--- config.mk ---
export PLATFORM = sky130hd
export DESIGN_NAME = ni_node_flat
export DESIGN_NICKNAME = d
export VERILOG_FILES = /design/src/hw/noc_pkg.sv /design/src/hw/ni_port_if.sv /design/src/hw/flit_if.sv /design/src/hw/ni_node.sv /design/src/flat_wrapper.sv
export SDC_FILE = /design/constraint.sdc
export NUM_CORES = 1
export LEC_CHECK = 0
export ABC_CLOCK_PERIOD_IN_PS = 2850
export BUFFER_PORTS_ARGS = -buffer_cell sky130_fd_sc_hd__buf_2
export CORE_MARGIN = 2
export CORE_UTILIZATION = 35
export DETAILED_ROUTE_END_ITERATION = 6
export GPL_ROUTABILITY_DRIVEN = 0
export GPL_TIMING_DRIVEN = 0
export SLEW_MARGIN = 25
export SYNTH_ARGS = -nofsm -noshare
export SYNTH_HDL_FRONTEND = slang
export SYNTH_SLANG_ARGS = --single-unit
--- constraint.sdc ---
create_clock -name clk_axi -period 2.85 [get_ports clk_axi]
set_input_delay 0.57 -clock clk_axi [delete_from_list [all_inputs] [get_ports clk_axi]]
set_output_delay 0.57 -clock clk_axi [all_outputs]
set_load 0.005 [all_outputs]
--- src/hw/noc_pkg.sv ---
`default_nettype none

package noc_pkg;

  // Network size and field widths
  localparam int NOC_SIZE  = 4;
  localparam int NODE_ID_W = 2;
  localparam int DATA_W    = 32;

  // Receive queue geometry
  localparam int RX_DEPTH  = 4;
  localparam int RX_PTR_W  = $clog2(RX_DEPTH);
  localparam int RX_CNT_W  = $clog2(RX_DEPTH + 1);

  typedef logic [NODE_ID_W-1:0] node_id_t;

  // Single flit message of 36 bits with the default sizes
  typedef struct packed {
    node_id_t            src;
    node_id_t            dest;
    logic [DATA_W-1:0]   data;
  } flit_t;

endpackage

`default_nettype wire

--- src/hw/ni_port_if.sv ---
`timescale 1ns/1ns
`default_nettype none

interface ni_port_if;

  // Host write toward the tile
  logic                        wr_valid;
  noc_pkg::node_id_t           wr_dest;
  logic [noc_pkg::DATA_W-1:0]  wr_data;
  logic                        wr_ready;

  // Host read from the tile receive queue
  logic                        rd_valid;
  logic [noc_pkg::DATA_W-1:0]  rd_data;
  noc_pkg::node_id_t           rd_src;
  logic                        rd_ready;

  logic                        irq;

  modport mux (
    output wr_valid, wr_dest, wr_data, rd_ready,
    input  wr_ready, rd_valid, rd_data, rd_src, irq
  );

  modport node (
    input  wr_valid, wr_dest, wr_data, rd_ready,
    output wr_ready, rd_valid, rd_data, rd_src, irq
  );

endinterface

`default_nettype wire

--- src/hw/flit_if.sv ---
`timescale 1ns/1ns
`default_nettype none

interface flit_if;

  // Flit leaving the tile
  logic            tx_valid;
  noc_pkg::flit_t  tx_flit;
  logic            tx_ready;

  // Flit delivered into the tile
  logic            rx_valid;
  noc_pkg::flit_t  rx_flit;
  logic            rx_ready;

  modport node (
    output tx_valid, tx_flit, rx_ready,
    input  tx_ready, rx_valid, rx_flit
  );

  modport xbar (
    input  tx_valid, tx_flit, rx_ready,
    output tx_ready, rx_valid, rx_flit
  );

endinterface

`default_nettype wire

--- src/hw/ni_node.sv ---
`timescale 1ns/1ns
`default_nettype none

module ni_node (
  input  logic               clk_axi,
  input  logic               rst_n,
  ni_port_if.node            host,
  flit_if.node               net,
  input  noc_pkg::node_id_t  node_id
);

  logic                          init_done;
  logic                          tx_valid_q;
  noc_pkg::flit_t                tx_flit_q;
  logic                          wr_push;

  noc_pkg::flit_t                rx_mem [noc_pkg::RX_DEPTH];
  logic [noc_pkg::RX_PTR_W-1:0]  rx_wr_ptr;
  logic [noc_pkg::RX_PTR_W-1:0]  rx_rd_ptr;
  logic [noc_pkg::RX_CNT_W-1:0]  rx_count;
  logic                          rx_push;
  logic                          rx_pop;

  // One flit in flight per tile and nothing accepted during reset
  assign host.wr_ready = init_done && !tx_valid_q;
  assign wr_push       = host.wr_valid && host.wr_ready;

  assign net.tx_valid  = tx_valid_q;
  assign net.tx_flit   = tx_flit_q;

  always_ff @(posedge clk_axi) begin
    if (!rst_n) begin
      init_done  <= 1'b0;
      tx_valid_q <= 1'b0;
    end else begin
      init_done <= 1'b1;
      if (wr_push) begin
        tx_valid_q <= 1'b1;
      end else if (tx_valid_q && net.tx_ready) begin
        tx_valid_q <= 1'b0;
      end
    end
  end

  // Source id is stamped here as the host gives only dest and data
  always_ff @(posedge clk_axi) begin
    if (wr_push) begin
      tx_flit_q.src  <= node_id;
      tx_flit_q.dest <= host.wr_dest;
      tx_flit_q.data <= host.wr_data;
    end
  end

  // Receive queue with its oldest entry shown at the head
  assign net.rx_ready  = (rx_count != noc_pkg::RX_CNT_W'(noc_pkg::RX_DEPTH));
  assign rx_push       = net.rx_valid && net.rx_ready;
  assign host.rd_valid = (rx_count != '0);
  assign rx_pop        = host.rd_valid && host.rd_ready;
  assign host.rd_data  = rx_mem[rx_rd_ptr].data;
  assign host.rd_src   = rx_mem[rx_rd_ptr].src;
  assign host.irq      = (rx_count != '0);

  always_ff @(posedge clk_axi) begin
    if (rx_push) begin
      rx_mem[rx_wr_ptr] <= net.rx_flit;
    end
  end

  always_ff @(posedge clk_axi) begin
    if (!rst_n) begin
      rx_wr_ptr <= '0;
      rx_rd_ptr <= '0;
      rx_count  <= '0;
    end else begin
      if (rx_push) begin
        if (rx_wr_ptr == noc_pkg::RX_PTR_W'(noc_pkg::RX_DEPTH - 1))
          rx_wr_ptr <= '0;
        else
          rx_wr_ptr <= rx_wr_ptr + 1'b1;
      end
      if (rx_pop) begin
        if (rx_rd_ptr == noc_pkg::RX_PTR_W'(noc_pkg::RX_DEPTH - 1))
          rx_rd_ptr <= '0;
        else
          rx_rd_ptr <= rx_rd_ptr + 1'b1;
      end
      // Count moves only when exactly one side is active
      if (rx_push && !rx_pop)
        rx_count <= rx_count + 1'b1;
      else if (rx_pop && !rx_push)
        rx_count <= rx_count - 1'b1;
    end
  end

endmodule

`default_nettype wire

--- src/flat_wrapper.sv ---
// flat-port wrapper written by rule: the top's interface ports become plain ports
module ni_node_flat 
  (clk_axi, rst_n, node_id, host_wr_valid, host_wr_dest, host_wr_data, host_rd_ready, host_wr_ready, host_rd_valid, host_rd_data, host_rd_src, host_irq, net_tx_valid, net_tx_flit, net_rx_ready, net_tx_ready, net_rx_valid, net_rx_flit);
  ni_port_if host_i ();
  flit_if net_i ();
  input  logic clk_axi;
  input  logic rst_n;
  input  noc_pkg::node_id_t node_id;
  input wire logic [$bits(host_i.wr_valid)-1:0] host_wr_valid;
  input wire logic [$bits(host_i.wr_dest)-1:0] host_wr_dest;
  input wire logic [$bits(host_i.wr_data)-1:0] host_wr_data;
  input wire logic [$bits(host_i.rd_ready)-1:0] host_rd_ready;
  output wire logic [$bits(host_i.wr_ready)-1:0] host_wr_ready;
  output wire logic [$bits(host_i.rd_valid)-1:0] host_rd_valid;
  output wire logic [$bits(host_i.rd_data)-1:0] host_rd_data;
  output wire logic [$bits(host_i.rd_src)-1:0] host_rd_src;
  output wire logic [$bits(host_i.irq)-1:0] host_irq;
  output wire logic [$bits(net_i.tx_valid)-1:0] net_tx_valid;
  output wire logic [$bits(net_i.tx_flit)-1:0] net_tx_flit;
  output wire logic [$bits(net_i.rx_ready)-1:0] net_rx_ready;
  input wire logic [$bits(net_i.tx_ready)-1:0] net_tx_ready;
  input wire logic [$bits(net_i.rx_valid)-1:0] net_rx_valid;
  input wire logic [$bits(net_i.rx_flit)-1:0] net_rx_flit;
  assign host_i.wr_valid = host_wr_valid;
  assign host_i.wr_dest = host_wr_dest;
  assign host_i.wr_data = host_wr_data;
  assign host_i.rd_ready = host_rd_ready;
  assign host_wr_ready = host_i.wr_ready;
  assign host_rd_valid = host_i.rd_valid;
  assign host_rd_data = host_i.rd_data;
  assign host_rd_src = host_i.rd_src;
  assign host_irq = host_i.irq;
  assign net_tx_valid = net_i.tx_valid;
  assign net_tx_flit = net_i.tx_flit;
  assign net_rx_ready = net_i.rx_ready;
  assign net_i.tx_ready = net_tx_ready;
  assign net_i.rx_valid = net_rx_valid;
  assign net_i.rx_flit = net_rx_flit;
  ni_node u_core (.clk_axi(clk_axi), .rst_n(rst_n), .host(host_i), .net(net_i), .node_id(node_id));
endmodule
Yosys cells after proc, flatten, opt, wreduce, memory -nomap -nowiden. Memory sizes are Yosys's and may differ from the RTL's. A register that Yosys moved wholly into a read port is not among the register bits. Cells that the tools add are included.

$add $sub $neg: 4. Equality and inequality tests: 3. Reduce and logical (&&, ||, !) cells: 13. Muxes and demuxes: 11.

Operators by type and width (number): 2-bit 2-to-1 mux (4); 1-bit logical AND (7); 3-bit 2-to-1 mux (2); 1-bit 2-to-1 mux (5); 2-bit by 1-bit adder with 2-bit output, second input constant (2); 2-bit equality test, second input constant (2); 2-bit nonzero test (2); 3-bit by 1-bit adder with 3-bit output, second input constant (1); 1-bit zero test (3); 3-bit != test, second input constant (1); 3-bit nonzero test (1); 3-bit by 1-bit subtractor with 3-bit output, second input constant (1).

Input bits: 78. Output and inout bits: 75. Register bits: 45. Logic and storage cells: 40. Memories kept: 1. Memory bits (writable): 144.

Memories: u_core.rx_mem (depth 4, bits a word 36, read ports 1, clocked after Yosys merged registers in 1, wr ports 1, line ni_node.sv:17) `noc_pkg::flit_t rx_mem [noc_pkg::RX_DEPTH];`.

Depth between registers and ports, before layout.
Word-level depth: 6. Depth in mapped cells: 9. Depth with buffers taken out: 8.

Least setup slack after synthesis. OpenSTA, ideal clock, no wires.

Kind: register to register. From: register u_core.rx_count[0] (netlist bit). To: register u_core.rx_count[2] (netlist bit). Library setup time: 0.076 ns. Arrival: 2.126 ns. Period minus slack after synthesis: 2.202 ns. Cell stages (with the launch flop): 8. Setup slack: 0.648 ns. Data required time: 2.774 ns. Buffers on the path: 0. Cell sequence: dfxtp_1 o31ai_1 ha_1 inv_1 fa_1 xor2_1 or3_2 a21boi_0.

Longest elaborated chain between the ends: 5. Elaborated cells between the ends (all ways): 13. Classes of those cells: add/sub: 2; eq/ne: 1; mux: 2; reduce/logical: 8.

Ends and longest elaborated chain: start, declared (line ni_node.sv:20) `logic [noc_pkg::RX_CNT_W-1:0] rx_count;`; start signal, assigned (line ni_node.sv:89) `rx_count <= rx_count + 1'b1;`; start signal, assigned (line ni_node.sv:91) `rx_count <= rx_count - 1'b1;`; parallel branches: the longest is 5 deep, another holds 3-bit by 1-bit subtractor with 3-bit output.

Parallel ways; which one is timed is not known. The select of a mux whose other input is x is not followed. A chain may end at the register's enable or synchronous reset.

==> out/results.txt <==
Syn avg cell area = 24.0 µm²
Final setup TNS = 0 ns
Nets = 526
Post CTS Setup Buffer Count = 0
First-pass GRT wire length = 18.8 mm
Layout fillers = 1,575
Crit Path Category = flop to primary output
Worst reg2reg startpoint = u_core.rx_count[0]$_SDFFE_PN0P_
Fmax achieved = 378 MHz
Quantity of gates resized following cts = 0
DR pass1 iterations = 4
Worst path most repeated cell = buf_2
Clk sinks = 183
Share of total power in the clock network = 31.4%
Post-CTS Hold Fix Bufs = 0
Hold path endpoint = u_core.init_done$_DFF_P_
Fin cells = 683
Reg2reg setup slack = 0.44 ns
Slew HR = 34.5%
Die X = 141 µm
RSZ-0062 raised after global routing = no
Final Max Tran Viols = 0
CTS tree = yes
FF-to-FF path depth = 7
Largest delay contributor family on the critical path = buffers and inverters
Fin crit share = 92.8%
DRC viols = 0
Clock transition at path regs = 0.06 ns
Hpwl dp = 7.75 mm
Sequential Area = 5390 µm²
Maximum number of pins on one net before global-route repair = 38
Most frequent cell after synthesis = edfxtp_1
Syn. warnings = 0
Area contributors post-synth = edfxtp_1 79%, mux4_2 12%, dfxtp_1 3.4%
Die Height = 141 µm
Net Count, Synth = 357
Multi-input logic area = 1080 µm²
Main synth FF type = edfxtp_1
CP endpoint kind = primary output
Post-synth EDFFs = 172
Number of global-route vias before repair = 3,559
Combinational group share of total power = 19.1%
Crit-path cells = buf_2, buf_1, mux4_2, buf_2
Hold_sp = rst_n
# IOs = 153
Post-detailed-route count of antenna-violating nets = 0
Row Count = 49
Die ar. = 19,800 µm²
Core outline area = 18,100 µm²
Fin util = 44.7%
CP max stage cell = buf_1
Int Pwr = 5.00 mW
LEAKAGE = 2.89 nW
Clock Tree Root = clkbuf_16
Hold_ws = 0.311 ns
Sequential fraction of the synthesis area = 82.3%
Dpl cells = 651
Switch share = 25.1%
Synth area leader = edfxtp_1
Worst min path class = primary input to flop
WL per Instance = 17.7 µm
Buf+Inv Stages, Crit Path = 3
Final min period = 2.65 ns
Synth Register Bits = 183
Worst-margin pin slew = 0.982 ns
TritonCTS buffer count = 17
Setup violators final = 0
Type of origin of the critical path = flop
Layout Area Growth over Synthesis = 24.0%
Diodes inserted = 0
Number of H-tree levels = 4
Max-cap violations = 0
Starting DRT DRC Count = 100
Setup Skew = 0.00967 ns
Critical-path maximum fanout = 10
Synthesized instance count = 272
Vias per inst = 4.71
Worst hold stages = 1
Vias = 3,219
Final Hold Violating Endpoints = 0
Pwr Total = 6.69 mW
Starting density of the core = 36.0%
All-Layer GR Usage = 12.8%
I/O Buffers = 150
Initial antenna violation count = 0
Share of layout cells above drive strength 1 = 49.8%
Count of cell types in the netlist = 29
Post-synth ARST share = 0%
Switch Pwr = 1.68 mW
Synth cell count leaders = 172 x edfxtp_1, 34 x mux4_2, 11 x dfxtp_1
Worst skew pair latency = 0.42 ns
WP data required = 2.28 ns
GR Overflow Total = 0
Status = completed
Pwr per Cell Area = 825 nW/µm²
Arr. time, crit path = 2.08 ns
Post-synth top area share = 79.0%
Reg power frac = 49.5%
Mapped Area = 6540 µm²
Worst reg2reg path endpoint = u_core.rx_count[2]$_SDFFE_PN0P_
Worst path max stage delay = 0.55 ns
Routed wire length = 12.1 mm
Worst vdd ir = 0.479 mV
Longest Clk Path Bufs = 2
-- flip-flops by register name (all words and copies together) (netlist names), named ones only --
signal / cells
u_core.init_done: 1
u_core.net.tx_flit: 36
u_core.net.tx_valid: 1
u_core.rx_count: 3
u_core.rx_mem: 136
u_core.rx_rd_ptr: 2
u_core.rx_wr_ptr: 2
-- layout by cell type (no fill, tap or decap), types with 4 or more instances in the layout --
master     instances
dfxtp_1           11
clkinv_1           4
buf_4              4
ha_1               6
clkbuf_16         17
nand2_1            5
mux4_2            34
edfxtp_1         172
buf_2            152
clkbuf_1           4
and3_2             4
-- routing by layer --
metal | up-vias | track usage [%] | share of wire, %
li1 | 1463 | - | -
met1 | 1611 | 14.6 | 42
met2 | 136 | 21.9 | 49
met3 | 9 | 4.86 | 7.9
met4 | 0 | 5.05 | 1.3
met5 | - | 0 | 0
-- worst max-delay path by stage --
stage | from | slack [ns] | depth (start not counted) | to
after floorplan | u_core.rx_count[0]$_SDFFE_PN0P_ | 0.65 | 7 | u_core.rx_count[2]$_SDFFE_PN0P_
after global placement | u_core.rx_count[0]$_SDFFE_PN0P_ | 0.48 | 7 | u_core.rx_count[2]$_SDFFE_PN0P_
after detailed placement | u_core.rx_count[0]$_SDFFE_PN0P_ | 0.40 | 7 | u_core.rx_count[2]$_SDFFE_PN0P_
after CTS | flop | 0.12 | 4 | host_rd_data[13]
after global routing | flop | 0.08 | 4 | host_rd_data[13]
final | flop | 0.20 | 4 | host_rd_data[24]
-- kinds of logic after synthesis --
group	Yosys count	share of synthesized area (%)
adders and majority gates	7	1.45
xor gates and xnor gates	2	0.268
muxes	36	12.0
AOI/OAI and AO/OA	7	0.650
buffers and inverters	14	1.19
DFF	183	82.3
and+or+nand+nor	23	2.09
-- power by group through the flow --
| stage | Clock [mW] | Sequential (mW) | Combinational [mW] |
|---|---|---|---|
| 2_1_floorplan | 0 | 3.35 | 0.800 |
| 3_3_place_gp | 0 | 3.36 | 1.30 |
| 5_1_grt | 2.26 | 3.33 | 1.41 |
| 3_5_place_dp | 0 | 3.37 | 1.32 |
| 4_1_cts | 2.15 | 3.31 | 1.32 |
| 6_report | 2.10 | 3.31 | 1.28 |
-- per-stage QoR --
stage / setup WS (ns) / instance area, µm²
floorplan: 0.648 / 6540
global placement: 0.476 / 7580
detailed placement: 0.396 / 7580
CTS: 0.122 / 8110
global route: 0.0768 / 8110
finish: 0.204 / 8110
-- area by class of cell --
type	count	share of cell area (%)
buffer	11	0.818
clock buffer	18	5.29
clock inverter	14	1.22
inverter	3	0.139
multi-input combinational	75	13.3
sequential	183	66.4
tap	229	3.53
timing repair buffer	150	9.26
Note: power is estimated with default switching activity, not from simulation.
